==> config.mk <==
export PLATFORM = sky130hd
export DESIGN_NAME = master_bus_mux_flat
export DESIGN_NICKNAME = d
export VERILOG_FILES = /design/src/hw/mem_bus_pkg.sv /design/src/hw/mem_bus_if.sv /design/src/hw/master_bus_mux.sv /design/src/flat_wrapper.sv
export SDC_FILE = /design/constraint.sdc
export NUM_CORES = 1
export LEC_CHECK = 0
export BUFFER_PORTS_ARGS = -buffer_cell sky130_fd_sc_hd__buf_4
export CORE_AREA = 2 2 117 119
export DETAILED_ROUTE_END_ITERATION = 16
export DIE_AREA = 0 0 119 121
export GPL_ROUTABILITY_DRIVEN = 0
export SLEW_MARGIN = 20
export SYNTH_ARGS = -nofsm -noshare
export SYNTH_HDL_FRONTEND = slang
export SYNTH_SLANG_ARGS = --single-unit
==> constraint.sdc <==
create_clock -name clk -period 1.5 [get_ports clk]
set_input_delay 0.15 -clock clk [delete_from_list [all_inputs] [get_ports clk]]
set_output_delay 0.15 -clock clk [all_outputs]
set_load 0.01 [all_outputs]
==> src/hw/mem_bus_pkg.sv <==
`default_nettype none

package mem_bus_pkg;

   // ============================================================
   // bus widths
   // ============================================================
   localparam int addr_width = 30;   // word address
   localparam int data_width = 32;
   localparam int mask_width = 4;    // one enable per byte

   // ============================================================
   // slave address map, in words
   // ============================================================
   localparam int mem_base   = 0;
   localparam int mem_words  = 1024;
   localparam int uart_base  = 'h800;
   localparam int uart_words = 1;

   // ============================================================
   // uart timing
   // ============================================================
   localparam int uart_clks_per_bit = 4;

endpackage

`default_nettype wire
==> src/hw/mem_bus_if.sv <==
`default_nettype none

interface mem_bus_if;

   logic [mem_bus_pkg::addr_width-1:0] address;
   logic                               mem_read;
   logic                               mem_write;
   logic [mem_bus_pkg::mask_width-1:0] mask_byte;
   logic [mem_bus_pkg::data_width-1:0] write_data;
   logic [mem_bus_pkg::data_width-1:0] read_data;

   // the master issues commands, the slave answers reads
   modport master (
      output address, mem_read, mem_write, mask_byte, write_data,
      input  read_data
   );

   modport slave (
      input  address, mem_read, mem_write, mask_byte, write_data,
      output read_data
   );

endinterface

`default_nettype wire

==> src/hw/master_bus_mux.sv <==
`default_nettype none

module master_bus_mux (
   input logic         clk,
   input logic         rst,
   input logic         use_a,
   mem_bus_if.slave    bus_a,
   mem_bus_if.slave    bus_b,
   mem_bus_if.master   bus_common
);

   logic sel_read;
   logic use_a_q;

   // only the selected master reaches the common bus
   always_comb begin
      sel_read               = use_a ? bus_a.mem_read : bus_b.mem_read;
      bus_common.address     = use_a ? bus_a.address : bus_b.address;
      bus_common.mem_read    = sel_read;
      bus_common.mem_write   = use_a ? bus_a.mem_write : bus_b.mem_write;
      bus_common.mask_byte   = use_a ? bus_a.mask_byte : bus_b.mask_byte;
      bus_common.write_data  = use_a ? bus_a.write_data : bus_b.write_data;
   end

   // remember who asked, so the answer goes back to that master
   always_ff @(posedge clk) begin
      if (rst) begin
         use_a_q <= 1'b1;
      end else if (sel_read) begin
         use_a_q <= use_a;
      end
   end

   assign bus_a.read_data = use_a_q ? bus_common.read_data : '0;
   assign bus_b.read_data = use_a_q ? '0 : bus_common.read_data;

endmodule

`default_nettype wire

==> src/flat_wrapper.sv <==
// flat-port wrapper written by rule: the top's interface ports become plain ports
module master_bus_mux_flat 
  (clk, rst, use_a, bus_a_address, bus_a_mem_read, bus_a_mem_write, bus_a_mask_byte, bus_a_write_data, bus_a_read_data, bus_b_address, bus_b_mem_read, bus_b_mem_write, bus_b_mask_byte, bus_b_write_data, bus_b_read_data, bus_common_address, bus_common_mem_read, bus_common_mem_write, bus_common_mask_byte, bus_common_write_data, bus_common_read_data);
  mem_bus_if bus_a_i ();
  mem_bus_if bus_b_i ();
  mem_bus_if bus_common_i ();
  input logic clk;
  input logic rst;
  input logic use_a;
  input wire logic [$bits(bus_a_i.address)-1:0] bus_a_address;
  input wire logic [$bits(bus_a_i.mem_read)-1:0] bus_a_mem_read;
  input wire logic [$bits(bus_a_i.mem_write)-1:0] bus_a_mem_write;
  input wire logic [$bits(bus_a_i.mask_byte)-1:0] bus_a_mask_byte;
  input wire logic [$bits(bus_a_i.write_data)-1:0] bus_a_write_data;
  output wire logic [$bits(bus_a_i.read_data)-1:0] bus_a_read_data;
  input wire logic [$bits(bus_b_i.address)-1:0] bus_b_address;
  input wire logic [$bits(bus_b_i.mem_read)-1:0] bus_b_mem_read;
  input wire logic [$bits(bus_b_i.mem_write)-1:0] bus_b_mem_write;
  input wire logic [$bits(bus_b_i.mask_byte)-1:0] bus_b_mask_byte;
  input wire logic [$bits(bus_b_i.write_data)-1:0] bus_b_write_data;
  output wire logic [$bits(bus_b_i.read_data)-1:0] bus_b_read_data;
  output wire logic [$bits(bus_common_i.address)-1:0] bus_common_address;
  output wire logic [$bits(bus_common_i.mem_read)-1:0] bus_common_mem_read;
  output wire logic [$bits(bus_common_i.mem_write)-1:0] bus_common_mem_write;
  output wire logic [$bits(bus_common_i.mask_byte)-1:0] bus_common_mask_byte;
  output wire logic [$bits(bus_common_i.write_data)-1:0] bus_common_write_data;
  input wire logic [$bits(bus_common_i.read_data)-1:0] bus_common_read_data;
  assign bus_a_i.address = bus_a_address;
  assign bus_a_i.mem_read = bus_a_mem_read;
  assign bus_a_i.mem_write = bus_a_mem_write;
  assign bus_a_i.mask_byte = bus_a_mask_byte;
  assign bus_a_i.write_data = bus_a_write_data;
  assign bus_a_read_data = bus_a_i.read_data;
  assign bus_b_i.address = bus_b_address;
  assign bus_b_i.mem_read = bus_b_mem_read;
  assign bus_b_i.mem_write = bus_b_mem_write;
  assign bus_b_i.mask_byte = bus_b_mask_byte;
  assign bus_b_i.write_data = bus_b_write_data;
  assign bus_b_read_data = bus_b_i.read_data;
  assign bus_common_address = bus_common_i.address;
  assign bus_common_mem_read = bus_common_i.mem_read;
  assign bus_common_mem_write = bus_common_i.mem_write;
  assign bus_common_mask_byte = bus_common_i.mask_byte;
  assign bus_common_write_data = bus_common_i.write_data;
  assign bus_common_i.read_data = bus_common_read_data;
  master_bus_mux u_core (.clk(clk), .rst(rst), .use_a(use_a), .bus_a(bus_a_i), .bus_b(bus_b_i), .bus_common(bus_common_i));
endmodule
### Word-level counts from Yosys, hierarchy flattened

Index checks and enable logic that the tools add are counted.

| operators by class | value |
|---|---|
| multiply operators | 0 |
| multiplexer cells | 7 |
| reduce and logical (&&, ||, !) cells | 0 |
| add/subtract/negate cells | 0 |
| shift operators | 0 |
| $lt $le $gt $ge | 0 |
| bitwise logic cells | 0 |
| equal/unequal tests | 0 |
| div/mod/pow operators | 0 |

Operators with widths:

| cell | count |
|---|---|
| 32-bit two-way mux | 3 |
| 30-bit two-way mux | 1 |
| 4-bit two-way mux | 1 |
| 1-bit two-way mux | 2 |

| storage, ports and cells | value |
|---|---|
| memory bits (read-only) | 0 |
| input port bits | 171 |
| bits in latches | 0 |
| word-level logic and storage cells | 8 |
| output and inout bits | 132 |
| memories | 0 |
| memory bits (writable) | 0 |
| flip-flop bits (word level) | 1 |

### Depth between registers and ports, before layout

| logic depth | value |
|---|---|
| depth after elaboration | 1 |
| depth in mapped cells | 4 |

### Least setup slack after synthesis

No wires, ideal clock.

| path | value |
|---|---|
| kind | reg2out |
| start point | register u_core.use_a_q |
| end point | output port bus_a_read_data[0] |
| arrival time | 0.819 ns |
| stages on the path, launching flop included | 4 |
| setup slack | 0.531 ns |
| path through | dfxtp_1 buf_2 buf_2 and2_1 |

| on the way | value |
|---|---|
| longest elaborated chain between the ends | 1 |

Ends and longest elaborated chain:

| element | line | RTL |
|---|---|---|
| start: declaration | master_bus_mux.sv:13 | `logic use_a_q;` |
| start signal: assignment | master_bus_mux.sv:30 | `use_a_q <= use_a;` |
| 32-bit two-way mux | master_bus_mux.sv:34 | `assign bus_a.read_data = use_a_q ? bus_common.read_data : '0;` |
| end: declaration | flat_wrapper.sv:15 | `output wire logic [$bits(bus_a_i.read_data)-1:0] bus_a_read_data;` |

Every way passes these cells.

### Final worst setup path

| path | value |
|---|---|
| start point | input port use_a |
| end point | output port bus_common_write_data[31] |

| on the way | value |
|---|---|
| longest elaborated chain between the ends | 1 |

Ends and longest elaborated chain:

| element | line | RTL |
|---|---|---|
| start: declaration | flat_wrapper.sv:9 | `input logic use_a;` |
| 32-bit two-way mux | master_bus_mux.sv:22 | `bus_common.write_data = use_a ? bus_a.write_data : bus_b.write_data;` |
| end: declaration | flat_wrapper.sv:26 | `output wire logic [$bits(bus_common_i.write_data)-1:0] bus_common_write_data;` |

Every way passes these cells.

==> results.py <==
metrics = {
    "sta": {
        "post-route-period-util_pct": 80.3,
        "hold_viol": 0,
        "period_needed_ns": 1.20,
        "drv_slew": 0,
        "skew_ns": 0,
        "setup_ws_ns": 0.296,
        "rsz0062_at_grt": "no",
        "slew_headroom_pct": 79.8,
        "finalSetupViolCount": 0,
        "final.setup.tns_ns": 0,
        "tightest_slew_ns": 0.304,
        "fmax_mhz": 831,
    },
    "synthesis": {
        "synthDistinctLibCells": 12,
        "ys_ff_latch": 1,
        "async_flop_share_pct": 0,
        "yosysSeqAreaShare_pct": 1.23,
        "yosysTopAreaCellShare_pct": 61.8,
        "ys_top_cells_by_area": "mux2_4 62%, nor2b_1 13%, and2_1 12%",
        "dominantRegCellSynth": "dfxtp_1",
        "synth_area_mm2": 0.00163,
        "syn_inst": 151,
        "syn_nets": 322,
        "syn_avg_cell_area_um2": 10.8,
        "synth_commonest_cells": "67 x mux2_4, 33 x nor2b_1, 32 x and2_1",
        "synth_most_common_cell": "mux2_4",
        "yosys.area.top_type": "mux2_4",
        "synth_edf_count": 0,
        "yosys_warnings": 0,
    },
    "power": {
        "cellLeakagePower_nw": 2.21,
        "p_per_area_mw_per_mm2": 324,
        "ir_drop_mv": 0.102,
        "power_w": 0.00130,
    },
    "route": {
        "drt_iter0_markers": 38,
        "final_antenna_net_count": 0,
        "wl_mm": 7.36,
        "remaining_drc_errors": 0,
        "vias_per_cell": 3.63,
        "wl_per_cell_um": 11.9,
        "via_count": 2240,
        "firstDrtPassIters": 4,
    },
    "floorplanning": {
        "initial_core_util_pct": 12.4,
        "die_h_um": 121,
        "ioPinCount": 303,
        "die_area_mm2": 0.0144,
        "rows": 42,
        "die_w_um": 119,
        "core_mm2": 0.0131,
    },
    "clocking": {
        "hold_buffers": 0,
        "clk_latency_ns": 0,
        "cts_resized": 0,
        "path_clk_slew_ns": 0,
        "cts_setup_buffers": 0,
    },
    "placement": {
        "hpwl_mm": 6.71,
        "pre_cts_ws_ns": 0.292,
        "port_buffers": 302,
        "placed_cell_area_mm2": 0.00400,
        "dp.cells": 617,
    },
    "critical_path": {
        "timing.rr.start": "u_core.use_a_q",
        "cp-startpoint": "use_a",
        "max_stage_delay_ns": 0.34,
        "cp-start-kind": "input pin",
        "cpMostUsedCell": "buf_4",
        "r2r_cells": 3,
        "crit_fanout": 39,
        "rrSetupSlack_ns": 0.66,
        "crit-reg2reg-capture": "u_core.use_a_q",
        "critPathKind": "in2out",
        "critPathCaptureType": "output pin",
        "worstPathRequired_ns": 1.35,
        "worstPathArrival_ns": 1.05,
        "path_cells": "buf_4 -> buf_12 -> mux2_4 -> buf_4",
        "crit_slowest_cell": "mux2_4",
    },
    "global_routing": {
        "grt_max_degree": 66,
        "grt_pass1_vias": 2224,
        "overflow": 0,
        "grt_pass1_wl_mm": 10.7,
        "grt_usage_pct": 8.75,
        "antenna_found_initial": 0,
    },
    "layout": {
        "drive_gt1_share_pct": 84.4,
        "areaGrowthSynthToFinish_pct": 146,
        "largest_reg_flops": 1,
        "finalNetCount": 614,
        "top_regs": "u_core.use_a_q x1",
        "diodes": 0,
        "final_area_mm2": 0.00400,
        "regMostFlops": "u_core.use_a_q",
        "finalNonFillerCells": 617,
    },
    "min_path": {
        "hold_class": "in2reg",
        "min_to": "u_core.use_a_q",
        "worstHoldStart": "rst",
        "min_path_cells": 2,
    },
    "outcome": {
        "outcome": "finished, final reports clean",
    },
    "flow_run": {
        "cap_violations": 0,
    },
}
[power by group]
group	internal, W	leakage (nW)	total (W)	switching, W
registers	0.0000289	0.00830	0.0000302	0.00000128
logic	0.000839	2.20	0.00127	0.000428
clock network	0	0	0	0
total	0.000868	2.21	0.00130	0.000430
[critical path, delay by kind of cell]
| kind | cells | cell delay [ns] |
|---|---|---|
| buf+inv | 3 | 0.51 |
| mux | 1 | 0.34 |
[stage by stage]
step	util, %	hold slack (ns)
2_1_floorplan	-	0.257
3_3_place_gp	30.6	0.366
3_5_place_dp	30.6	0.381
4_1_cts	30.6	0.381
5_1_grt	30.6	0.391
6_report	30.6	0.363
[how the worst max path moves through the flow]
stage,endpoint,slack [ns],cells after the start
3_3_place_gp,bus_common_write_data[2],0.31,4
5_1_grt,bus_common_write_data[31],0.27,4
6_report,bus_common_write_data[31],0.30,4
2_1_floorplan,bus_a_read_data[0],0.53,3
4_1_cts,bus_common_write_data[31],0.29,4
3_5_place_dp,bus_common_write_data[31],0.29,4
[layout by cell type (no fill, tap or decap)]
cell      instances
nor2b_1          33
and2_1           32
buf_4           302
a21o_1            1
a21oi_1           1
dfxtp_1           1
buf_12            3
mux2_4           67
o21bai_1          1
[logic make-up (layout without fill, tap and decap cells)]
logic type             count (synthesis)  count (layout)  synth area share (%)
flip-flops                             1               1                  1.23
AO/OA/AOI/OAI                          3               3                  1.23
buffers and inverters                 15             305                  10.8
multiplexers                          67              67                  61.8
AND/OR/NAND/NOR                       65              65                  25.0
[final cells by class]
type / instances / area (um^2)
fill: 1354 / 9080
sequential: 1 / 20.0
timing repair buffer: 305 / 2330
multi-input combinational: 135 / 1430
tap: 176 / 220
[routing by layer]
| layer | up-vias | wire (um) | global-route usage, % |
|---|---|---|---|
| met5 | - | 0 | 0 |
| met4 | 0 | 0 | 0 |
| met3 | 0 | 829 | 1.93 |
| met2 | 156 | 4280 | 19.1 |
| met1 | 995 | 2250 | 8.70 |
| li1 | 1089 | - | - |
No activity file was read; power rests on OpenSTA's default activity.
