File: src/hw/mem_bus_pkg.sv
`default_nettype none

package mem_bus_pkg;

   // ============================================================
   // bus widths
   // ============================================================
   localparam int addr_width = 30;   // word address
   localparam int data_width = 32;
   localparam int mask_width = 4;    // one enable per byte

   // ============================================================
   // slave address map, in words
   // ============================================================
   localparam int mem_base   = 0;
   localparam int mem_words  = 1024;
   localparam int uart_base  = 'h800;
   localparam int uart_words = 1;

   // ============================================================
   // uart timing
   // ============================================================
   localparam int uart_clks_per_bit = 4;

endpackage

`default_nettype wire
File: src/hw/mem_bus_if.sv
`default_nettype none

interface mem_bus_if;

   logic [mem_bus_pkg::addr_width-1:0] address;
   logic                               mem_read;
   logic                               mem_write;
   logic [mem_bus_pkg::mask_width-1:0] mask_byte;
   logic [mem_bus_pkg::data_width-1:0] write_data;
   logic [mem_bus_pkg::data_width-1:0] read_data;

   // the master issues commands, the slave answers reads
   modport master (
      output address, mem_read, mem_write, mask_byte, write_data,
      input  read_data
   );

   modport slave (
      input  address, mem_read, mem_write, mask_byte, write_data,
      output read_data
   );

endinterface

`default_nettype wire

File: src/hw/uart_tx.sv
`default_nettype none

module uart_tx (
   input logic        clk,
   input logic        rst,
   mem_bus_if.slave   bus,
   output logic       tx
);

   logic [9:0]                                        shift_q;
   logic [$clog2(mem_bus_pkg::uart_clks_per_bit)-1:0] clk_cnt;
   logic [3:0]                                        bit_cnt;
   logic                                              busy;
   logic                                              start;
   logic                                              bit_done;

   // a write while a frame is on the line is dropped
   assign start = bus.mem_write & bus.mask_byte[0] & ~busy;

   assign bit_done = clk_cnt ==
      $bits(clk_cnt)'(mem_bus_pkg::uart_clks_per_bit - 1);

   // ============================================================
   // transmitter
   // ============================================================
   // idle line sits at the stop level, ones shift in behind the frame
   always_ff @(posedge clk) begin
      if (rst) begin
         shift_q <= '1;
         clk_cnt <= '0;
         bit_cnt <= '0;
         busy    <= 1'b0;
      end else if (start) begin
         // stop, data lsb first, start
         shift_q <= {1'b1, bus.write_data[7:0], 1'b0};
         clk_cnt <= '0;
         bit_cnt <= '0;
         busy    <= 1'b1;
      end else if (busy) begin
         if (bit_done) begin
            clk_cnt <= '0;
            shift_q <= {1'b1, shift_q[9:1]};
            bit_cnt <= bit_cnt + 4'd1;
            if (bit_cnt == 4'd9) begin
               busy <= 1'b0;   // end of stop bit
            end
         end else begin
            clk_cnt <= clk_cnt + 1'b1;
         end
      end
   end

   assign tx = shift_q[0];

   // ============================================================
   // status read
   // ============================================================
   always_ff @(posedge clk) begin
      if (rst) begin
         bus.read_data <= '0;
      end else if (bus.mem_read) begin
         bus.read_data <= {{(mem_bus_pkg::data_width-1){1'b0}}, busy};
      end
   end

endmodule

`default_nettype wire

File: src/flat_wrapper.sv
// flat-port wrapper written by rule: the top's interface ports become plain ports
module uart_tx_flat 
  (clk, rst, tx, bus_address, bus_mem_read, bus_mem_write, bus_mask_byte, bus_write_data, bus_read_data);
  mem_bus_if bus_i ();
  input logic clk;
  input logic rst;
  output logic tx;
  input wire logic [$bits(bus_i.address)-1:0] bus_address;
  input wire logic [$bits(bus_i.mem_read)-1:0] bus_mem_read;
  input wire logic [$bits(bus_i.mem_write)-1:0] bus_mem_write;
  input wire logic [$bits(bus_i.mask_byte)-1:0] bus_mask_byte;
  input wire logic [$bits(bus_i.write_data)-1:0] bus_write_data;
  output wire logic [$bits(bus_i.read_data)-1:0] bus_read_data;
  assign bus_i.address = bus_address;
  assign bus_i.mem_read = bus_mem_read;
  assign bus_i.mem_write = bus_mem_write;
  assign bus_i.mask_byte = bus_mask_byte;
  assign bus_i.write_data = bus_write_data;
  assign bus_read_data = bus_i.read_data;
  uart_tx u_core (.clk(clk), .rst(rst), .bus(bus_i), .tx(tx));
endmodule
File: config.mk
export PLATFORM = sky130hd
export DESIGN_NAME = uart_tx_flat
export DESIGN_NICKNAME = d
export VERILOG_FILES = /design/src/hw/mem_bus_pkg.sv /design/src/hw/mem_bus_if.sv /design/src/hw/uart_tx.sv /design/src/flat_wrapper.sv
export SDC_FILE = /design/constraint.sdc
export NUM_CORES = 1
export LEC_CHECK = 0
export BUFFER_PORTS_ARGS = -buffer_cell sky130_fd_sc_hd__buf_2
export CORE_MARGIN = 5
export CORE_UTILIZATION = 37
export CTS_BUF_LIST = sky130_fd_sc_hd__clkbuf_16
export CTS_CLUSTER_SIZE = 8
export DETAILED_ROUTE_END_ITERATION = 12
export PLACE_DENSITY = 0.87
export RECOVER_POWER = 25
export SYNTH_ARGS = -nofsm -noshare
export SYNTH_HDL_FRONTEND = slang
export SYNTH_SLANG_ARGS = --single-unit
File: constraint.sdc
create_clock -name clk -period 3.1 [get_ports clk]
set_clock_uncertainty 0.05 [all_clocks]
set_input_delay 0.155 -clock clk [delete_from_list [all_inputs] [get_ports clk]]
set_output_delay 0.155 -clock clk [all_outputs]
set_load 0.01 [all_outputs]
# After elaboration in Yosys (flattened, before gate mapping)
# Cells that the tools add are included.
# totals
ff_bits,17
latch_bits,0
ram_bits,0
mem_bits_ro,0
inputBits,70
out_inout_bits,33
word_cells,25
n_memories,0
# classes
addsub,2
multipliers,0
n_div,0
magnitude_cmp,0
eq_ne,2
n_shift,0
mux,8
n_bitwise,3
n_reduce_logical,5
# op_table
op,n
9-bit two-way mux,3
"4-bit by 1-bit adder with 4-bit output, second input constant",1
"4-bit == test, second input constant",1
1-bit two-way mux,4
2-bit AND reduction,2
2-bit nonzero test,2
"2-bit by 1-bit adder with 2-bit output, second input constant",1
1-bit bitwise AND,2
"2-bit == test, second input constant",1
2-bit two-way mux,1
2-bit OR reduction,1
1-bit inverter,1

# Depth between registers and ports, before layout
# Gate-level depths: netlist of run 1.
# depth
ltp_word,5
depth_mapped,5

# Worst setup path before layout of run 1
# OpenSTA, ideal clock, no wires.
# synth_path
path_kind,register to register
startpoint,register u_core.clk_cnt[0] in the netlist's numbering
endpoint,register u_core.shift_q[2]
setup_time_ns,0.121
t_arrival_ns,1.088
path_slack_ns,1.842
path_stages_with_launch,6
period_less_slack_ns,1.258
path_cell_list,dfxtp_1 -> ha_1 -> nand2_1 -> buf_4 -> mux2i_1 -> a21oi_1
# synth_via
elab_chain_len,3
# synth_rtl
item,line_no,rtl
start: declaration,uart_tx.sv:11,logic [$clog2(mem_bus_pkg::uart_clks_per_bit)-1:0] clk_cnt;
start signal: assignment,uart_tx.sv:48,clk_cnt <= clk_cnt + 1'b1;
2-bit == test,uart_tx.sv:20,assign bit_done = clk_cnt ==
2-bit nonzero test (no line),--,
2-bit AND reduction (no line),--,
end signal: assignment,uart_tx.sv:35,"shift_q <= {1'b1, bus.write_data[7:0], 1'b0};"
end signal: assignment,uart_tx.sv:42,"shift_q <= {1'b1, shift_q[9:1]};"
end: declaration,uart_tx.sv:10,logic [9:0] shift_q;
# No other way between the ends.
# A chain may end at the register's enable or synchronous reset.

# Worst setup path in the final report of run 1
# layout_path
startpoint,register u_core.clk_cnt[0] in the netlist's numbering
endpoint,register u_core.bit_cnt[3]
# layout_via
elab_chain_len,2
# layout_rtl
item,line_no,rtl
2-bit == test,uart_tx.sv:20,
2-bit AND reduction (no line),--,
end signal: assignment,uart_tx.sv:43,bit_cnt <= bit_cnt + 4'd1;
end: declaration,uart_tx.sv:12,logic [3:0] bit_cnt;
# No other way between the ends.

==> reports/metrics.yaml, run 1 <==
synthesis:
  synth_area_leaders: "dfxtp_1 34%, buf_4 25%, mux2i_1 10%, a21oi_1 5.1%, ha_1 3.8%"
  yosys_warnings: 0
  synth_top_area_frac: 0.344
  synth_cell_types: 24
  yosysSeqAreaShare: 0.344
  ys_ff_latch: 17
  netlist_area_sq_um: 988
  syn_area_per_cell_sq_um: 8.99
  syn_inst: 110
  yosys.area.top_type: "dfxtp_1"
flow_run:
  maxCapViolations: 0
drt:
  drc: 0
  avgViaCountPerCell: 4.28
  routed_wl_mm: 1.60
  ant_nets: 0
  drtPass1Iterations: 4
  first_iter_violations: 12
  vias: 651
  wire_per_inst_um: 10.5
global_route:
  grt_pass1_wl_mm: 2.39
  grt.overflow.total: 0
  antenna_found_initial: 0
  grt_usage: 0.0859
  grt_pass1_vias: 560
  grt_max_degree: 14
sta:
  worstMarginPinSlew_ns: 0.507
  fmax_ghz: 0.578
  slew_headroom: 0.662
  period_needed_ns: 1.73
  drv_slew: 0
  finalHoldWorstSlack_ns: 0.104
  grt_setup_unrepaired: "false"
  final-setup-viol-count: 0
  period_share: 0.558
  hold_viol_final: 0
  tns_ns: 0
die:
  fp.dieH_um: 61.7
  die-area_sq_mm: 0.00381
  floorplan.initialDensity: 0.392
  coreArea_sq_mm: 0.00252
  die_w_um: 61.7
  pin_count: 103
  rows: 18
worst_setup_path:
  r2r_setup_slack_ns: 1.37
  cp-start-kind: "flip-flop"
  end_kind: "flip-flop"
  cp_max_fo: 12
  r2r_cells: 4
  worstReg2RegStart: "u_core.clk_cnt[0]$_SDFFE_PP0P_"
  cp.arrival_ns: 1.85
  regToRegEndpoint: "u_core.bit_cnt[3]$_SDFFE_PP0P_"
  cp.required_ns: 3.22
  crit_type: "reg2reg"
placement:
  port_buffers: 14
  hpwl_mm: 1.24
  gp_congestion: 0.703
  place_area_sq_um: 947
cts:
  cts.sinks: 17
  cts_made_buffers: 3
  cts_tree: "yes"
  clk_path_buf_depth: 2
  cts_max_level: 1
  post_cts_buffers: 0
  root_buffer: "clkbuf_16"
  path_clk_slew_ns: 0.05
  post_cts_resized: 0
  clk_latency_ns: 0.24
  ctsHoldBuffers: 0
final_layout:
  fillers: 266
  fin_nets: 196
  design_area_sq_mm: 0.00102
  layout-drive-gt1-share: 0.139
  num_antenna_cells: 0
  syn2layout_area_growth_pct: 3.54
  final_util: 0.406
power:
  p_leak_nw: 0.520
  vdd_ir_drop_max_uv: 367
  power_density_mw_per_mm2: 526
min_path:
  worstHoldPathCells: 3
  hp-start: "bus_write_data[1]"
  hold_end: "u_core.shift_q[2]$_SDFFE_PP1P_"
  hold_path_class: "in2reg"
run_status:
  outcome: "complete, no violations"
critical path: stages, from the launching register on:
cell and delay [ns]:
dfxtp_1 0.34, ha_1 0.29, nand2_1 0.36, or3_1 0.46
a21oi_1 0.15
placed cells by master (no fill, tap or decap), types with 2 or more instances in the layout:
master	count
clkbuf_16	3
ha_1	3
mux2i_1	10
dfxtp_1	17
a21oi_1	10
inv_1	2
clkbuf_1	2
buf_2	12
conb_1	31
xor2_1	2
nand3_1	3
nor2_1	7
nand2_1	3
nor3_1	7
power by group:
group | internal, mW | switching, mW | total (mW) | leakage [nW]
combinational | 0.0173 | 0.0357 | 0.0530 | 0.339
sequential | 0.228 | 0.00687 | 0.235 | 0.139
clock | 0.171 | 0.0794 | 0.250 | 0.0423
total | 0.416 | 0.122 | 0.538 | 0.520
layer usage:
metal / track usage / share of wire / wire, um
met1: 0.0957 / 0.39 / 619
met3: 0.0189 / 0.11 / 172
met4: 0.0545 / 0.025 / 40
met2: 0.146 / 0.48 / 770
met5: 0 / 0 / 0
cell families (layout without fill, tap and decap cells):
| logic type | Yosys count | in the layout | share of synthesized area |
|---|---|---|---|
| fa+ha+maj | 3 | 3 | 0.0380 |
| mux | 10 | 10 | 0.101 |
| other cells | 1 | 31 | 0.00379 |
| buf+inv | 37 | 19 | 0.268 |
| flops | 17 | 17 | 0.344 |
| simple gates | 26 | 26 | 0.148 |
| xor+xnor | 2 | 2 | 0.0177 |
| compound gates | 14 | 14 | 0.0785 |
area by class of cell:
type	count	area, sq um	area share
sequential	17	340	0.333
clock buffer	3	75.1	0.0733
inverter	1	3.75	0.00367
timing repair buffer	14	67.6	0.0660
multi-input combinational	86	495	0.484
tap	30	37.5	0.0367
clock inverter	1	3.75	0.00367
flip-flops by register name, summed over array words and instances (netlist names):
name	cells
u_core.shift_q	9
u_core.busy	1
u_core.clk_cnt	2
u_core.bus.read_data	1
u_core.bit_cnt	4
stage by stage:
stage	std cells	power (mW)	setup WS, ns
finish	152	0.538	1.37
detailed placement	148	0.292	1.39
CTS	152	0.541	1.37
floorplan	140	0.307	1.84
global placement	148	0.290	1.42
global route	152	0.560	1.23
synthesized netlist by cell type:
cell	n
clkbuf_1	1
nand4b_1	1
nor2_1	7
nand2_1	3
nor2b_1	1
a311oi_1	1
buf_4	33
nor3_1	7
ha_1	3
nand2b_2	1
nand3_1	3
dfxtp_1	17
mux2i_1	10
and3b_1	1
o21bai_1	1
a21oi_1	10
buf_2	2
nand3b_4	1
xor2_1	2
conb_1	1
or3_1	1
a31oi_1	1
inv_1	1
o21ai_0	1
worst max path at each step:
stage	start	endpoint	cells after the start
6_report	u_core.clk_cnt[0]$_SDFFE_PP0P_	u_core.bit_cnt[3]$_SDFFE_PP0P_	4
5_1_grt	u_core.clk_cnt[0]$_SDFFE_PP0P_	u_core.bit_cnt[3]$_SDFFE_PP0P_	4
4_1_cts	u_core.clk_cnt[0]$_SDFFE_PP0P_	u_core.bit_cnt[3]$_SDFFE_PP0P_	4
3_5_place_dp	u_core.clk_cnt[0]$_SDFFE_PP0P_	u_core.bit_cnt[3]$_SDFFE_PP0P_	4
3_3_place_gp	u_core.clk_cnt[0]$_SDFFE_PP0P_	u_core.bit_cnt[3]$_SDFFE_PP0P_	4
2_1_floorplan	u_core.clk_cnt[0]$_SDFFE_PP0P_	u_core.shift_q[2]$_SDFFE_PP1P_	5
Note: power is estimated with default switching activity, not from simulation.
==> run 2, diff against run 1 <==
CORE_UTILIZATION = 35   (was 37)
PLACE_DENSITY = 0.83   (was 0.87)
clock period = 1.7 ns   (was 3.1 ns; I/O delays follow)
==> reports/metrics.yaml, run 2 (synthesis gave the netlist of run 1 again) <==
cts:
  cts.sinks: 17
  cts_made_buffers: 3
  post_cts_resized: 0
  root_buffer: "clkbuf_16"
  ctsHoldBuffers: 0
  post_cts_buffers: 0
  cts_max_level: 1
  cts_tree: "yes"
  path_clk_slew_ns: 0.05
  clk_path_buf_depth: 2
  clk_latency_ns: 0.25
final_layout:
  largest-register: "u_core.shift_q"
  fillers: 276
  syn2layout_area_growth_pct: 6.84
  largestRegisters: "u_core.shift_q x9, u_core.bit_cnt x4, u_core.clk_cnt x2"
  layout-drive-gt1-share: 0.175
  largest_reg_flops: 9
  final_cell_mix: "31 x conb_1, 17 x dfxtp_1, 12 x buf_2, 10 x a21oi_1, 10 x mux2i_1"
  final_util: 0.386
  num_antenna_cells: 0
  fin_nets: 200
  final_common_cell: "conb_1"
  design_area_sq_mm: 0.00106
placement:
  port_buffers: 14
  gp_congestion: 0.690
  place_area_sq_um: 978
  hpwl_mm: 1.25
worst_setup_path:
  cp.arrival_ns: 1.38
  crit_path_cell_trace: "nand3b_4, nor2b_1, a21oi_1"
  cp_max_fo: 13
  cp.required_ns: 1.76
  cp-start-kind: "flip-flop"
  crit_type: "reg2reg"
  end_kind: "flip-flop"
  max_stage_delay_ns: 0.45
  slowest_stage: "nor2b_1"
run_status:
  outcome: "complete, no violations"
die:
  die_w_um: 63.1
  pin_count: 103
  fp.dieH_um: 63.1
  rows: 19
  floorplan.initialDensity: 0.362
  die-area_sq_mm: 0.00399
  coreArea_sq_mm: 0.00273
min_path:
  hold_path_class: "in2reg"
sta:
  tns_ns: 0
  finalHoldWorstSlack_ns: 0.0333
  period_share: 0.775
  fmax_ghz: 0.759
  hold_viol_final: 0
  grt_setup_unrepaired: "false"
  drv_slew: 0
  final-setup-viol-count: 0
  period_needed_ns: 1.32
drt:
  wire_per_inst_um: 10.4
  avgViaCountPerCell: 4.36
  first_iter_violations: 12
  drc: 0
  routed_wl_mm: 1.64
  ant_nets: 0
  vias: 685
  drtPass1Iterations: 4
power:
  pwr-share-seq: 0.428
  power_frac_clock: 0.468
  switchingPower_mw: 0.226
  vdd_ir_drop_max_uv: 744
  p_leak_nw: 0.538
  swShare: 0.228
  intPower_mw: 0.764
  power_density_mw_per_mm2: 937
  total_power_mw: 0.989
  p_comb_frac: 0.105
global_route:
  grt.overflow.total: 0
  antenna_found_initial: 0
  grt_busiest_layer: "met2"
  grtUsageMet2: 0.127
  grtUsageMet3: 0.0302
  grt_usage: 0.0773
  grt_pass1_wl_mm: 2.46
  grt_pass1_vias: 613
  grt_max_degree: 14
  use_met1: 0.0769
flow_run:
  maxCapViolations: 0
run 2: changes by cell type in the layout (fill, tap and decap cells not counted):
| cell | previous run | this run |
|---|---|---|
| clkinv_2 | 0 | 1 |
| buf_4 | 0 | 4 |
| inv_1 | 2 | 1 |
run 2: area by class of cell:
cell class / count / area, sq um / share of cell area
multi-input cells: 86 / 495 / 0.469
clock inverters: 1 / 5.00 / 0.00474
clock buffers: 3 / 75.1 / 0.0711
inverters: 1 / 3.75 / 0.00355
repair buffers: 18 / 97.6 / 0.0924
well taps: 31 / 38.8 / 0.0367
flip-flops and latches: 17 / 340 / 0.322
run 2: final timing paths:
check / from / end / slack [ns] / cells past startpoint
min: bus_write_data[5] / u_core.shift_q[6]$_SDFFE_PP1P_ / 0.03 / 3
max reg2reg: u_core.busy$_SDFF_PP0_ / u_core.shift_q[4]$_SDFFE_PP1P_ / 0.38 / 3
max: u_core.busy$_SDFF_PP0_ / u_core.shift_q[4]$_SDFFE_PP1P_ / 0.38 / 3
min reg2reg: u_core.shift_q[0]$_SDFFE_PP1P_ / u_core.shift_q[0]$_SDFFE_PP1P_ / 0.40 / 2
run 2: routing by layer:
| layer | wire [um] | vias up |
|---|---|---|
| met5 | 0 | - |
| li1 | - | 341 |
| met4 | 44 | 0 |
| met2 | 859 | 27 |
| met1 | 575 | 312 |
| met3 | 158 | 5 |
run 2: stage by stage:
step,cells,worst slack [ns]
after floorplan,140,0.442
after global placement,153,0.447
after detailed placement,153,0.395
after CTS,157,0.380
after global routing,157,0.275
final,157,0.382
run 2: critical path, delay by kind of cell (launching register included):
kind	cells	cell delay, ns
AOI/OAI and AO/OA	1	0.13
DFF	1	0.33
and+or+nand+nor	2	0.66
run 2: power by group through the flow:
stage               combinational [mW]  sequential [mW]  clock, mW
finish                           0.104            0.423      0.463
global route                     0.117            0.425      0.493
CTS                              0.104            0.423      0.473
detailed placement               0.103            0.431          0
global placement                 0.101            0.431          0
floorplan                        0.130            0.431          0
