$ cat config.mk
export PLATFORM = sky130hd
export DESIGN_NAME = slave_bus_mux_flat
export DESIGN_NICKNAME = d
export VERILOG_FILES = /design/src/hw/mem_bus_pkg.sv /design/src/hw/mem_bus_if.sv /design/src/hw/slave_bus_mux.sv /design/src/flat_wrapper.sv
export SDC_FILE = /design/constraint.sdc
export NUM_CORES = 1
export LEC_CHECK = 0
export ABC_CLOCK_PERIOD_IN_PS = 3600
export BUFFER_PORTS_ARGS = -buffer_cell sky130_fd_sc_hd__buf_4
export CAP_MARGIN = 20
export CELL_PAD_IN_SITES_DETAIL_PLACEMENT = 0
export CELL_PAD_IN_SITES_GLOBAL_PLACEMENT = 1
export CORE_AREA = 3 3 115 117
export CTS_CLUSTER_DIAMETER = 150
export CTS_CLUSTER_SIZE = 14
export DETAILED_ROUTE_END_ITERATION = 10
export DIE_AREA = 0 0 118 120
export GPL_TIMING_DRIVEN = 0
export PLACE_DENSITY_LB_ADDON = 0.1
export SLEW_MARGIN = 20
export SYNTH_ARGS = -nofsm -noshare
export SYNTH_HDL_FRONTEND = slang
export SYNTH_SLANG_ARGS = --single-unit
$ cat constraint.sdc
create_clock -name clk -period 3.6 [get_ports clk]
set_input_delay 0.72 -clock clk [delete_from_list [all_inputs] [get_ports clk]]
set_output_delay 0.72 -clock clk [all_outputs]
set_load 0.02 [all_outputs]
$ cat src/hw/mem_bus_pkg.sv
`default_nettype none

package mem_bus_pkg;

   // ============================================================
   // bus widths
   // ============================================================
   localparam int addr_width = 30;   // word address
   localparam int data_width = 32;
   localparam int mask_width = 4;    // one enable per byte

   // ============================================================
   // slave address map, in words
   // ============================================================
   localparam int mem_base   = 0;
   localparam int mem_words  = 1024;
   localparam int uart_base  = 'h800;
   localparam int uart_words = 1;

   // ============================================================
   // uart timing
   // ============================================================
   localparam int uart_clks_per_bit = 4;

endpackage

`default_nettype wire
$ cat src/hw/mem_bus_if.sv
`default_nettype none

interface mem_bus_if;

   logic [mem_bus_pkg::addr_width-1:0] address;
   logic                               mem_read;
   logic                               mem_write;
   logic [mem_bus_pkg::mask_width-1:0] mask_byte;
   logic [mem_bus_pkg::data_width-1:0] write_data;
   logic [mem_bus_pkg::data_width-1:0] read_data;

   // the master issues commands, the slave answers reads
   modport master (
      output address, mem_read, mem_write, mask_byte, write_data,
      input  read_data
   );

   modport slave (
      input  address, mem_read, mem_write, mask_byte, write_data,
      output read_data
   );

endinterface

`default_nettype wire

$ cat src/hw/slave_bus_mux.sv
`default_nettype none

module slave_bus_mux (
   input logic         clk,
   input logic         rst,
   mem_bus_if.slave    bus_in,
   mem_bus_if.master   bus_mem,
   mem_bus_if.master   bus_uart,
   output logic        invalid_address
);

   logic [mem_bus_pkg::addr_width-1:0] mem_offset;
   logic [mem_bus_pkg::addr_width-1:0] uart_offset;
   logic                               mem_hit;
   logic                               uart_hit;
   logic                               read_mem_q;
   logic                               read_uart_q;

   // ============================================================
   // address decode
   // ============================================================
   // the subtraction wraps below the base, so one compare covers both bounds
   assign mem_offset  = bus_in.address - mem_bus_pkg::addr_width'(mem_bus_pkg::mem_base);
   assign uart_offset = bus_in.address - mem_bus_pkg::addr_width'(mem_bus_pkg::uart_base);
   assign mem_hit     = mem_offset < mem_bus_pkg::addr_width'(mem_bus_pkg::mem_words);
   assign uart_hit    = uart_offset < mem_bus_pkg::addr_width'(mem_bus_pkg::uart_words);

   assign invalid_address = (bus_in.mem_read | bus_in.mem_write) & ~mem_hit & ~uart_hit;

   // ============================================================
   // command fan-out
   // ============================================================
   always_comb begin
      bus_mem.address     = mem_offset;
      bus_mem.mem_read    = bus_in.mem_read & mem_hit;
      bus_mem.mem_write   = bus_in.mem_write & mem_hit;
      bus_mem.mask_byte   = bus_in.mask_byte;
      bus_mem.write_data  = bus_in.write_data;

      bus_uart.address    = uart_offset;
      bus_uart.mem_read   = bus_in.mem_read & uart_hit;
      bus_uart.mem_write  = bus_in.mem_write & uart_hit;
      bus_uart.mask_byte  = bus_in.mask_byte;
      bus_uart.write_data = bus_in.write_data;
   end

   // ============================================================
   // read data return
   // ============================================================
   // region of the last read, held so the data stays until the next one
   always_ff @(posedge clk) begin
      if (rst) begin
         read_mem_q  <= 1'b0;
         read_uart_q <= 1'b0;
      end else if (bus_in.mem_read) begin
         read_mem_q  <= mem_hit;
         read_uart_q <= uart_hit;
      end
   end

   always_comb begin
      if (read_mem_q)
         bus_in.read_data = bus_mem.read_data;
      else if (read_uart_q)
         bus_in.read_data = bus_uart.read_data;
      else
         bus_in.read_data = '0;   // invalid address or no read yet
   end

endmodule

`default_nettype wire

$ cat src/flat_wrapper.sv
// flat-port wrapper written by rule: the top's interface ports become plain ports
module slave_bus_mux_flat 
  (clk, rst, invalid_address, bus_in_address, bus_in_mem_read, bus_in_mem_write, bus_in_mask_byte, bus_in_write_data, bus_in_read_data, bus_mem_address, bus_mem_mem_read, bus_mem_mem_write, bus_mem_mask_byte, bus_mem_write_data, bus_mem_read_data, bus_uart_address, bus_uart_mem_read, bus_uart_mem_write, bus_uart_mask_byte, bus_uart_write_data, bus_uart_read_data);
  mem_bus_if bus_in_i ();
  mem_bus_if bus_mem_i ();
  mem_bus_if bus_uart_i ();
  input logic clk;
  input logic rst;
  output logic invalid_address;
  input wire logic [$bits(bus_in_i.address)-1:0] bus_in_address;
  input wire logic [$bits(bus_in_i.mem_read)-1:0] bus_in_mem_read;
  input wire logic [$bits(bus_in_i.mem_write)-1:0] bus_in_mem_write;
  input wire logic [$bits(bus_in_i.mask_byte)-1:0] bus_in_mask_byte;
  input wire logic [$bits(bus_in_i.write_data)-1:0] bus_in_write_data;
  output wire logic [$bits(bus_in_i.read_data)-1:0] bus_in_read_data;
  output wire logic [$bits(bus_mem_i.address)-1:0] bus_mem_address;
  output wire logic [$bits(bus_mem_i.mem_read)-1:0] bus_mem_mem_read;
  output wire logic [$bits(bus_mem_i.mem_write)-1:0] bus_mem_mem_write;
  output wire logic [$bits(bus_mem_i.mask_byte)-1:0] bus_mem_mask_byte;
  output wire logic [$bits(bus_mem_i.write_data)-1:0] bus_mem_write_data;
  input wire logic [$bits(bus_mem_i.read_data)-1:0] bus_mem_read_data;
  output wire logic [$bits(bus_uart_i.address)-1:0] bus_uart_address;
  output wire logic [$bits(bus_uart_i.mem_read)-1:0] bus_uart_mem_read;
  output wire logic [$bits(bus_uart_i.mem_write)-1:0] bus_uart_mem_write;
  output wire logic [$bits(bus_uart_i.mask_byte)-1:0] bus_uart_mask_byte;
  output wire logic [$bits(bus_uart_i.write_data)-1:0] bus_uart_write_data;
  input wire logic [$bits(bus_uart_i.read_data)-1:0] bus_uart_read_data;
  assign bus_in_i.address = bus_in_address;
  assign bus_in_i.mem_read = bus_in_mem_read;
  assign bus_in_i.mem_write = bus_in_mem_write;
  assign bus_in_i.mask_byte = bus_in_mask_byte;
  assign bus_in_i.write_data = bus_in_write_data;
  assign bus_in_read_data = bus_in_i.read_data;
  assign bus_mem_address = bus_mem_i.address;
  assign bus_mem_mem_read = bus_mem_i.mem_read;
  assign bus_mem_mem_write = bus_mem_i.mem_write;
  assign bus_mem_mask_byte = bus_mem_i.mask_byte;
  assign bus_mem_write_data = bus_mem_i.write_data;
  assign bus_mem_i.read_data = bus_mem_read_data;
  assign bus_uart_address = bus_uart_i.address;
  assign bus_uart_mem_read = bus_uart_i.mem_read;
  assign bus_uart_mem_write = bus_uart_i.mem_write;
  assign bus_uart_mask_byte = bus_uart_i.mask_byte;
  assign bus_uart_write_data = bus_uart_i.write_data;
  assign bus_uart_i.read_data = bus_uart_read_data;
  slave_bus_mux u_core (.clk(clk), .rst(rst), .bus_in(bus_in_i), .bus_mem(bus_mem_i), .bus_uart(bus_uart_i), .invalid_address(invalid_address));
endmodule
### Yosys cells after proc, flatten, opt, wreduce, memory -nomap -nowiden

Cells that the tools add are included.

* $add $sub $neg: 1
* order comparisons: 2
* multiplexer cells: 2
* bitwise logic cells: 9

Operators with widths (count)
* $mux W32: 2
* $lt A30 B1 Y1 const B: 1
* $lt A30 B11 Y1 const B: 1
* $sub A30 B12 Y30 const B: 1
* $and A1 B1 Y1: 6
* $not A1 Y1: 2
* $or A1 B1 Y1: 1

* flip-flop bits (word level): 2
* output and inout port bits: 169

### Depth between registers and ports, before layout

Gate-level depths: netlist (run 1).

* word-level depth: 4
* depth in mapped cells: 9
* gate-level depth less buffers: 8

### Worst setup path before layout (run 1)

Ideal clock, no wire load.

* kind: in2out
* start point: in bus_in_address[15]
* end point: out invalid_address
* data arrival time: 2.689 ns
* data required time: 2.880 ns
* path slack: 0.191 ns
* stages on the path: 7
* buffers on the path: 1
* cell sequence: buf_2 -> or4_4 -> nor4_2 -> xor2_1 -> nor3_1 -> and3_4 -> nor3_2

* word-level cells in the longest chain between the ends: 4
* elaborated cells between the ends (all ways): 7
* those cells by class: add/sub (1); order compare (2); bitwise (4)

RTL lines
* from (decl): line flat_wrapper.sv:10 `input wire logic [$bits(bus_in_i.address)-1:0] bus_in_address;`
* $sub A30 B12 Y30: line slave_bus_mux.sv:24 `assign uart_offset = bus_in.address - mem_bus_pkg::addr_width'(mem_bus_pkg::uart_base);`
* named net bus_uart_address[22]: line flat_wrapper.sv:22 `output wire logic [$bits(bus_uart_i.address)-1:0] bus_uart_address;`
* $lt A30 B1 Y1: line slave_bus_mux.sv:26 `assign uart_hit = uart_offset < mem_bus_pkg::addr_width'(mem_bus_pkg::uart_words);`
* $not A1 Y1: line slave_bus_mux.sv:28 `assign invalid_address = (bus_in.mem_read | bus_in.mem_write) & ~mem_hit & ~uart_hit;`
* $and A1 B1 Y1: line slave_bus_mux.sv:28
* to (decl): line flat_wrapper.sv:9 `output logic invalid_address;`

The timed path passes the listed nets, and every way through them passes these cells.

### Worst setup path after layout (run 1)

* start point: in bus_in_address[11]
* end point: out bus_uart_mem_write

* word-level cells in the longest chain between the ends: 3

RTL lines
* $sub A30 B12 Y30: line slave_bus_mux.sv:24
* $lt A30 B1 Y1: line slave_bus_mux.sv:26
* $and A1 B1 Y1: line slave_bus_mux.sv:42 `bus_uart.mem_write = bus_in.mem_write & uart_hit;`
* to (decl): line flat_wrapper.sv:24 `output wire logic [$bits(bus_uart_i.mem_write)-1:0] bus_uart_mem_write;`

Every way passes these cells.

==> results of run 1 <==
path summary, 6_finish.rpt:
kind,start,end,slack [ns],cells after the start
max,bus_in_address[11],bus_uart_mem_write,0.20,10
min,u_core.read_uart_q$_SDFFE_PP0P_,u_core.read_uart_q$_SDFFE_PP0P_,0.46,2
max reg2reg,u_core.read_mem_q$_SDFFE_PP0P_,u_core.read_mem_q$_SDFFE_PP0P_,2.37,4
min reg2reg,u_core.read_uart_q$_SDFFE_PP0P_,u_core.read_uart_q$_SDFFE_PP0P_,0.46,2
metrics by stage:
step	std cells	util [%]
floorplan	262	-
global placement	697	33.4
detailed placement	697	33.4
CTS	700	34.0
global route	699	34.0
finish	699	34.0
kinds of logic (layout without fill, tap and decap cells):
group | Yosys count | count (layout)
buffers and inverters | 130 | 395
and+or+nand+nor | 65 | 65
AOI/OAI and AO/OA | 48 | 48
xor gates and xnor gates | 15 | 15
DFF | 2 | 2
adders and majority gates | 1 | 1
muxes | 1 | 1
flip-flops by register name, summed over array words and instances, names as in the netlist:
name	cells
u_core.read_mem_q	1
u_core.read_uart_q	1
area by class of cell:
type                    instances  area share, %
multi-input cells             130           24.0
clock buffers                   3           1.77
inverters                       4          0.354
repair buffers                263           46.6
flip-flops and latches          2          0.945
plain buffers                 125           21.3
well taps                     172           5.08
power breakdown:
part / leakage (uW) / internal, uW / switching, uW
logic: 0.00220 / 259 / 211
clock network: 0.0000370 / 141 / 27.2
registers: 0.0000161 / 22.3 / 0.00000175
Yosys cell counts, types with 2 or more instances:
cell | number | area [um2]
or2_2 | 4 | 25.0
nor4_4 | 3 | 63.8
nand4_1 | 2 | 12.5
nor2_1 | 8 | 30.0
o22ai_1 | 3 | 18.8
or3_1 | 2 | 12.5
nor3_1 | 8 | 40.0
dfxtp_1 | 2 | 40.0
xor2_1 | 12 | 105
nand3_1 | 4 | 20.0
nor2b_1 | 3 | 18.8
inv_1 | 4 | 15.0
buf_4 | 113 | 848
clkbuf_1 | 11 | 41.3
nand2_1 | 4 | 15.0
or4_4 | 2 | 22.5
and2_1 | 3 | 18.8
nor4_2 | 2 | 25.0
xnor2_1 | 3 | 26.3
nor4_1 | 6 | 37.5
a31oi_1 | 2 | 12.5
a22o_1 | 32 | 280
nand2b_1 | 7 | 43.8
what timing repair did:
action | in CTS | in global routing
gates resized for setup | 1 | 1
endpoints found under the setup margin | 3 | 3
pin swaps | 0 | 1
worst register-to-register path, stage by stage, from the launching register on:
cell	delay, ns
dfxtp_1	0.29
clkbuf_1	0.25
clkbuf_1	0.39
mux2i_1	0.13
nor2_1	0.10
layer usage:
layer	routed length [um]	vias up	share of wire, %
met4	29	0	0.30
met1	3420	1171	35
met2	5370	153	56
li1	-	1347	-
met3	844	2	8.7
met5	0	-	0
==> run summary, run 1 <==
GRT overflow: 0
CP required: 2.88 ns
Max-cap violation count: 0
Area fraction in compound gates after synthesis: 20.5%
Tot Pwr: 661 uW
H-tree levels: 1
Initial antenna violation count: 0
Setup Fix Bufs, Post-CTS: 0
Gate Count Post-Synth: 262
Post-layout min period: 3.40 ns
Mean Syn Cell Area: 7.51 um2
Critical path's slowest cell: or3b_2
Fin worst setup slack: 0.201 ns
WS Path Type: in -> out
Core ar.: 12,500 um2
Clock sink count: 2
Multi-input logic area: 1010 um2
Xor/xnor share of the synthesized area: 6.68%
Nets: 664
Pwr Density: 156 nW/um2
Synth cell types: 45
# hold bufs at CTS: 0
Die area: 14,200 um2
Post-synth net total: 397
Wirelength per Cell: 13.8 um
Port bufs: 263
DRC viols: 0
CP Max Fanout: 11
# rows: 41
Post-Route WL: 9660 um
Adder-Cell Fraction of Synth Area: 0.636%
Global route hottest layer: met2
Commonest non-fill, non-tap cell in the layout: buf_4
Post-DP HPWL: 8630 um
Synthesized area: 1970 um2
Setup crit start kind: input port
Hold slack final: 0.462 ns
Largest net degree at the start of global routing: 11
Yosys warnings: 0
FF/Latch Area: 40.0 um2
Largest family of logic cells by synthesized area: buffers and inverters
Wire length of the first global-routing pass: 14,100 um
Clock latency on the worst-skew pair: 0.22 ns
TritonCTS clock tree: built
Final Cycle Share: 94.4%
Area Overhead vs Synth: 115%
M1 GR Usage: 13.4%
Vias in the first global route: 2,526
Max Root-Sink Buffers: 2
Post-synthesis mux area share: 0.509%
Buf+Inv Stages, Crit Path: 3
Final Hold Fails: 0
CP Capture Type: primary output
Ports: 303
Flip-flop and latch count after synthesis: 2
Worst path cell trace: buf_4 > inv_1 > ha_2 > or3b_2 > o22ai_1 > a31oi_1 > nor3_2 > and3_4 > and2_1 > buf_4
Rel. slew slack: 66.9%
Fin. max-slew vios: 0
Finished Cell Area: 4240 um2
Most frequent cells in the layout: buf_4, a22o_1, xor2_1
Fill count: 1,369
Die Span X: 118 um
Post-Route Setup TNS: 0 ns
Die Y: 120 um
GPL Wtd Cong: 0.691
Worst slew pin tran: 0.493 ns
Iter 0 DRT Violations: 50
Post-synth ARST share: 0%
RSZ-0062 raised after global routing: false
Final Skew: 0 ns
Routed via count: 2,673
Worst vdd ir: 63.0 uV
Pre-CTS setup slack: -0.117 ns
Post-route ant nets: 0
CTS buffer count: 3
M3 GR Usage: 3.02%
F_max: 294 MHz
Sequential share of the synthesized area: 2.03%
Most used cell, CP: buf_4
Final setup fails: 0
Vias per cell: 3.82
Simple-Gate Fraction of Synth Area: 22.8%
HP Class: reg -> reg
Initial core utilization: 15.8%
DP Area: 4160 um2
Critical Path AT: 2.68 ns
Run status: finished, final reports clean
Diodes inserted: 0
Worst-path clk slew: 0.03 ns
Max stage delay on crit path: 0.45 ns
Root Buffer: clkbuf_16
Pre-Repair DR Iteration Count: 4
Top delay family on crit path: simple AND/OR/NAND/NOR gates
Cell leakage power: 0.00225 uW
Total GRT Usage: 12.1%
Share of layout cells above drive strength 1: 75.9%
Synth Flop Type: dfxtp_1
Number of flops mapped to enable cells by yosys: 0
GRT met2 Usage: 23.6%
Power figures use the tool's default switching activity.
==> run 2: changes to the inputs <==
ABC_CLOCK_PERIOD_IN_PS = 3000   (was 3600)
CORE_AREA = not set   (was 3 3 115 117)
CORE_MARGIN = 3   (was not set)
CORE_UTILIZATION = 16   (was not set)
DIE_AREA = not set   (was 0 0 118 120)
PLACE_DENSITY = 0.8   (was not set)
PLACE_DENSITY_LB_ADDON = not set   (was 0.1)
clock period = 3 ns   (was 3.6 ns; I/O delays follow)
==> run summary, run 2 (synthesis results as in run 1) <==
Fin worst setup slack: -0.0538 ns
DRC viols: 0
Flop2flop setup slack: 1.75 ns
CP Capture Type: primary output
Critical Path AT: 2.45 ns
CP startpoint: bus_in_address[14]
Die area: 13,700 um2
Crit path depth: 8
Total GRT Usage: 11.9%
Post-Route WL: 9900 um
Worst path cell trace: buf_12 > or4_4 > nor4_4 > xor2_2 > nor3_2 > and3_4 > and2_4 > buf_6
Critical Path End: bus_uart_mem_write
GPL Wtd Cong: 0.726
Root Buffer: clkbuf_16
Rel. slew slack: 66.6%
TritonCTS clock tree: built
F_max: 327 MHz
WS Path Type: in -> out
Post-DP HPWL: 8620 um
CP required: 2.40 ns
Fin util: 38.2%
Wirelength per Cell: 14.5 um
Nets: 678
Final Skew: 0 ns
Cell leakage power: 0.00238 uW
Max-cap violation count: 0
Final Hold Fails: 0
# rows: 39
Worst-path clk slew: 0.03 ns
Share of layout cells above drive strength 1: 79.5%
Worst vdd ir: 135 uV
Final Cycle Share: 102%
HP Class: reg -> reg
RSZ-0062 raised after global routing: true
Fin. max-slew vios: 0
Setup crit start kind: input port
DP Area: 4160 um2
Max Root-Sink Buffers: 2
Iter 0 DRT Violations: 99
Post-route ant nets: 0
Area Overhead vs Synth: 127%
Top Registers: u_core.read_mem_q x1, u_core.read_uart_q x1
Die Span X: 117 um
Worst Reg-to-Reg Cells: 4
Commonest non-fill, non-tap cell in the layout: buf_4
Pre-Repair DR Iteration Count: 4
Ports: 303
Vias per cell: 4.04
Failing checks: negative setup slack
RR Startpoint: u_core.read_mem_q$_SDFFE_PP0P_
Port bufs: 263
CP Max Fanout: 5
GRT overflow: 0
Initial antenna violation count: 0
Final setup fails: 1
Run status: finished, violations left
Pwr Density: 183 nW/um2
Top delay family on crit path: simple AND/OR/NAND/NOR gates
Critical path's slowest cell: or4_4
Die Y: 117 um
Routed via count: 2,765
Vias in the first global route: 2,645
Worst slew pin tran: 0.501 ns
Wire length of the first global-routing pass: 13,200 um
Post-layout min period: 3.05 ns
Largest net degree at the start of global routing: 11
CTS buffer count: 3
# hold bufs at CTS: 0
H-tree levels: 1
Finished Cell Area: 4480 um2
Reg-to-Reg End: u_core.read_mem_q$_SDFFE_PP0P_
Core ar.: 11,700 um2
Diodes inserted: 0
Clock sink count: 2
Clock latency on the worst-skew pair: 0.22 ns
Buf+Inv Stages, Crit Path: 2
Max stage delay on crit path: 0.57 ns
Most frequent cells in the layout: buf_4, a22o_1, xor2_1
Initial core utilization: 16.8%
==> run 2: cell types whose count changed in the layout (fill, tap and decap cells not counted), sizes merged <==
cell    before  now
buf        378  393
clkbuf      13   12
==> run 2: worst register-to-register path, delay by kind of cell, from the launching register on <==
kind	cells	cell delay, ns
AND/OR/NAND/NOR	1	0.11
multiplexers	1	0.13
buffers and inverters	2	0.65
flip-flops	1	0.29
==> run 2: per-stage QoR <==
stage | total power (uW) | hold slack (ns) | worst slack (ns) | instances | TNS, ns
floorplan | 320 | 0.439 | 0.00789 | 262 | 0
global placement | 596 | 0.456 | -0.387 | 668 | -1.37
detailed placement | 601 | 0.457 | -0.434 | 668 | -1.44
CTS | 817 | 0.463 | -0.0462 | 676 | -0.0462
global route | 865 | 0.499 | -0.106 | 684 | -0.226
finish | 821 | 0.462 | -0.0538 | 684 | -0.0538
==> run 2: layout make-up <==
type	count	area, um2
Buffer	125	928
Clock buffer	3	75.1
Fill cell	1211	7240
Inverter	4	17.5
Multi-Input combinational cell	130	1090
Sequential cell	2	40.0
Tap cell	143	179
Timing Repair Buffer	277	2140
==> run 2: worst min path at each step <==
stage                                          from                         endpoint  slack [ns]  depth (start not counted)
floorplan           u_core.read_uart_q$_SDFFE_PP0P_  u_core.read_uart_q$_SDFFE_PP0P_        0.44                          2
global placement    u_core.read_uart_q$_SDFFE_PP0P_  u_core.read_uart_q$_SDFFE_PP0P_        0.46                          2
detailed placement  u_core.read_uart_q$_SDFFE_PP0P_  u_core.read_uart_q$_SDFFE_PP0P_        0.46                          2
CTS                 u_core.read_uart_q$_SDFFE_PP0P_  u_core.read_uart_q$_SDFFE_PP0P_        0.46                          2
global route        u_core.read_uart_q$_SDFFE_PP0P_  u_core.read_uart_q$_SDFFE_PP0P_        0.50                          2
finish              u_core.read_uart_q$_SDFFE_PP0P_  u_core.read_uart_q$_SDFFE_PP0P_        0.46                          2
==> run 2: power by group <==
| part | leakage (uW) | internal (uW) | switching (uW) |
|---|---|---|---|
| sequential | 0.0000161 | 26.8 | 0.00000221 |
| clock | 0.0000370 | 169 | 29.4 |
| combinational | 0.00232 | 331 | 265 |
==> run 2: what timing repair did <==
item	in CTS	in global routing
pin swaps	11	13
gates resized for setup	23	19
setup endpoints to repair	7	7
setup buffers	6	8
==> run 2: layer usage <==
| layer | part of all wire, % | track usage, % |
|---|---|---|
| met2 | 53 | 21.3 |
| met1 | 38 | 15.3 |
| met4 | 0.92 | 1.99 |
| met3 | 8.3 | 1.95 |
| met5 | 0 | 0 |
==> run 3: changes to the inputs <==
REMOVE_ABC_BUFFERS = 1   (was not set)
==> run summary, run 3 (synthesis results as in run 1) <==
Run status: finished, violations left
Failing checks: negative setup slack
CP required: 2.40 ns
Fin. max-slew vios: 0
CP Max Fanout: 5
Most frequent cells in the layout: buf_4, a22o_1, xor2_1
Fin worst setup slack: -0.0374 ns
Final Cycle Share: 101%
Vias per cell: 4.56
Post-Route WL: 10,600 um
RR Startpoint: u_core.read_mem_q$_SDFFE_PP0P_
HP Class: reg -> reg
WS Path Type: in -> out
RSZ-0062 raised after global routing: true
Diodes inserted: 0
Die area: 13,700 um2
Max-cap violation count: 0
GPL Wtd Cong: 0.843
Routed via count: 2,219
Rel. slew slack: 51.9%
Worst vdd ir: 105 uV
Port bufs: 194
Die Span X: 117 um
Inst Count DP: 473
Largest net degree at the start of global routing: 35
Core ar.: 11,700 um2
Max Root-Sink Buffers: 2
Die Y: 117 um
Final setup fails: 1
CP Capture Type: primary output
DRC viols: 0
Pre-Repair DR Iteration Count: 4
Pwr Density: 186 nW/um2
Vias in the first global route: 2,012
Post-DP HPWL: 9170 um
Initial antenna violation count: 0
Initial core utilization: 16.8%
Critical Path End: bus_uart_mem_write
Post-layout min period: 3.04 ns
Iter 0 DRT Violations: 56
Root Buffer: clkbuf_16
Final Skew: 0 ns
Finished Cell Area: 3020 um2
Top Registers: u_core.read_mem_q x1, u_core.read_uart_q x1
Layout Cells excl Fill: 487
Flop2flop setup slack: 1.91 ns
DP Area: 2710 um2
CP startpoint: bus_in_address[16]
Total GRT Usage: 13.4%
F_max: 329 MHz
Fin util: 25.8%
Setup crit start kind: input port
Worst-path clk slew: 0.03 ns
Share of layout cells above drive strength 1: 70.1%
Post-Route Setup TNS: -0.0374 ns
Clock sink count: 2
H-tree levels: 1
Worst Reg-to-Reg Cells: 2
Critical Path AT: 2.44 ns
Clock latency on the worst-skew pair: 0.22 ns
Post-route ant nets: 0
Reg-to-Reg End: u_core.read_mem_q$_SDFFE_PP0P_
Final Hold Fails: 0
Ports: 303
# rows: 39
Commonest non-fill, non-tap cell in the layout: buf_4
Wirelength per Cell: 21.9 um
TritonCTS clock tree: built
Worst slew pin tran: 0.720 ns
Nets: 481
Wire length of the first global-routing pass: 13,000 um
Pre-CTS setup slack: -0.330 ns
Cell leakage power: 0.00144 uW
GRT overflow: 0
CTS buffer count: 3
Area Overhead vs Synth: 53.3%
-- run 3: how the worst min path moves through the flow --
stage	startpoint	endpoint	slack, ns	cells after the start
global placement	u_core.read_uart_q$_SDFFE_PP0P_	u_core.read_uart_q$_SDFFE_PP0P_	0.45	2
finish	u_core.read_uart_q$_SDFFE_PP0P_	u_core.read_uart_q$_SDFFE_PP0P_	0.47	2
CTS	u_core.read_uart_q$_SDFFE_PP0P_	u_core.read_uart_q$_SDFFE_PP0P_	0.47	2
global route	u_core.read_uart_q$_SDFFE_PP0P_	u_core.read_uart_q$_SDFFE_PP0P_	0.51	2
detailed placement	u_core.read_uart_q$_SDFFE_PP0P_	u_core.read_uart_q$_SDFFE_PP0P_	0.46	2
floorplan	u_core.read_uart_q$_SDFFE_PP0P_	u_core.read_uart_q$_SDFFE_PP0P_	0.44	2
-- run 3: area by class of cell --
cell class | count | area [um2]
Fill cell | 1262 | 8690
Timing Repair Buffer | 205 | 1600
Multi-Input combinational cell | 130 | 1100
Tap cell | 143 | 179
Clock buffer | 3 | 75.1
Sequential cell | 2 | 41.3
Inverter | 4 | 15.0
-- run 3: power by group --
group	leakage, uW	switching, uW	internal [uW]
clock network	0.0000370	28.6	169
logic	0.00139	160	176
registers	0.0000166	0.000105	26.8
-- run 3: worst max-delay path, stage by stage --
cell,delay [ns]
buf_12,0.11
or4_4,0.57
nor4_4,0.27
xor2_2,0.12
nor3_2,0.25
and3_4,0.25
and2_4,0.14
buf_6,0.11
-- run 3: timing repair --
| action | 4_1_cts | 5_1_grt |
|---|---|---|
| endpoints found under the setup margin | 7 | 6 |
| pin swaps | 11 | 13 |
| hold buffers | 0 | 0 |
| setup buffers | 6 | 5 |
| gates resized for setup | 14 | 20 |
-- run 3: per-layer routing --
metal  vias up  part of all wire, %  wire (um)  track usage (%)
met5         -                    0          0             3.70
met2       225                   41       4360             18.4
met1      1013                   37       3930             15.2
met3         6                   21       2270             12.1
met4         0                 0.75         80             2.83
li1        975                    -          -                -
-- run 3: stage by stage --
| step | total power [uW] | hold slack, ns |
|---|---|---|
| 4_1_cts | 551 | 0.467 |
| 3_3_place_gp | 335 | 0.451 |
| 5_1_grt | 589 | 0.505 |
| 3_5_place_dp | 338 | 0.460 |
| 2_1_floorplan | 91.4 | 0.439 |
| 6_report | 560 | 0.466 |
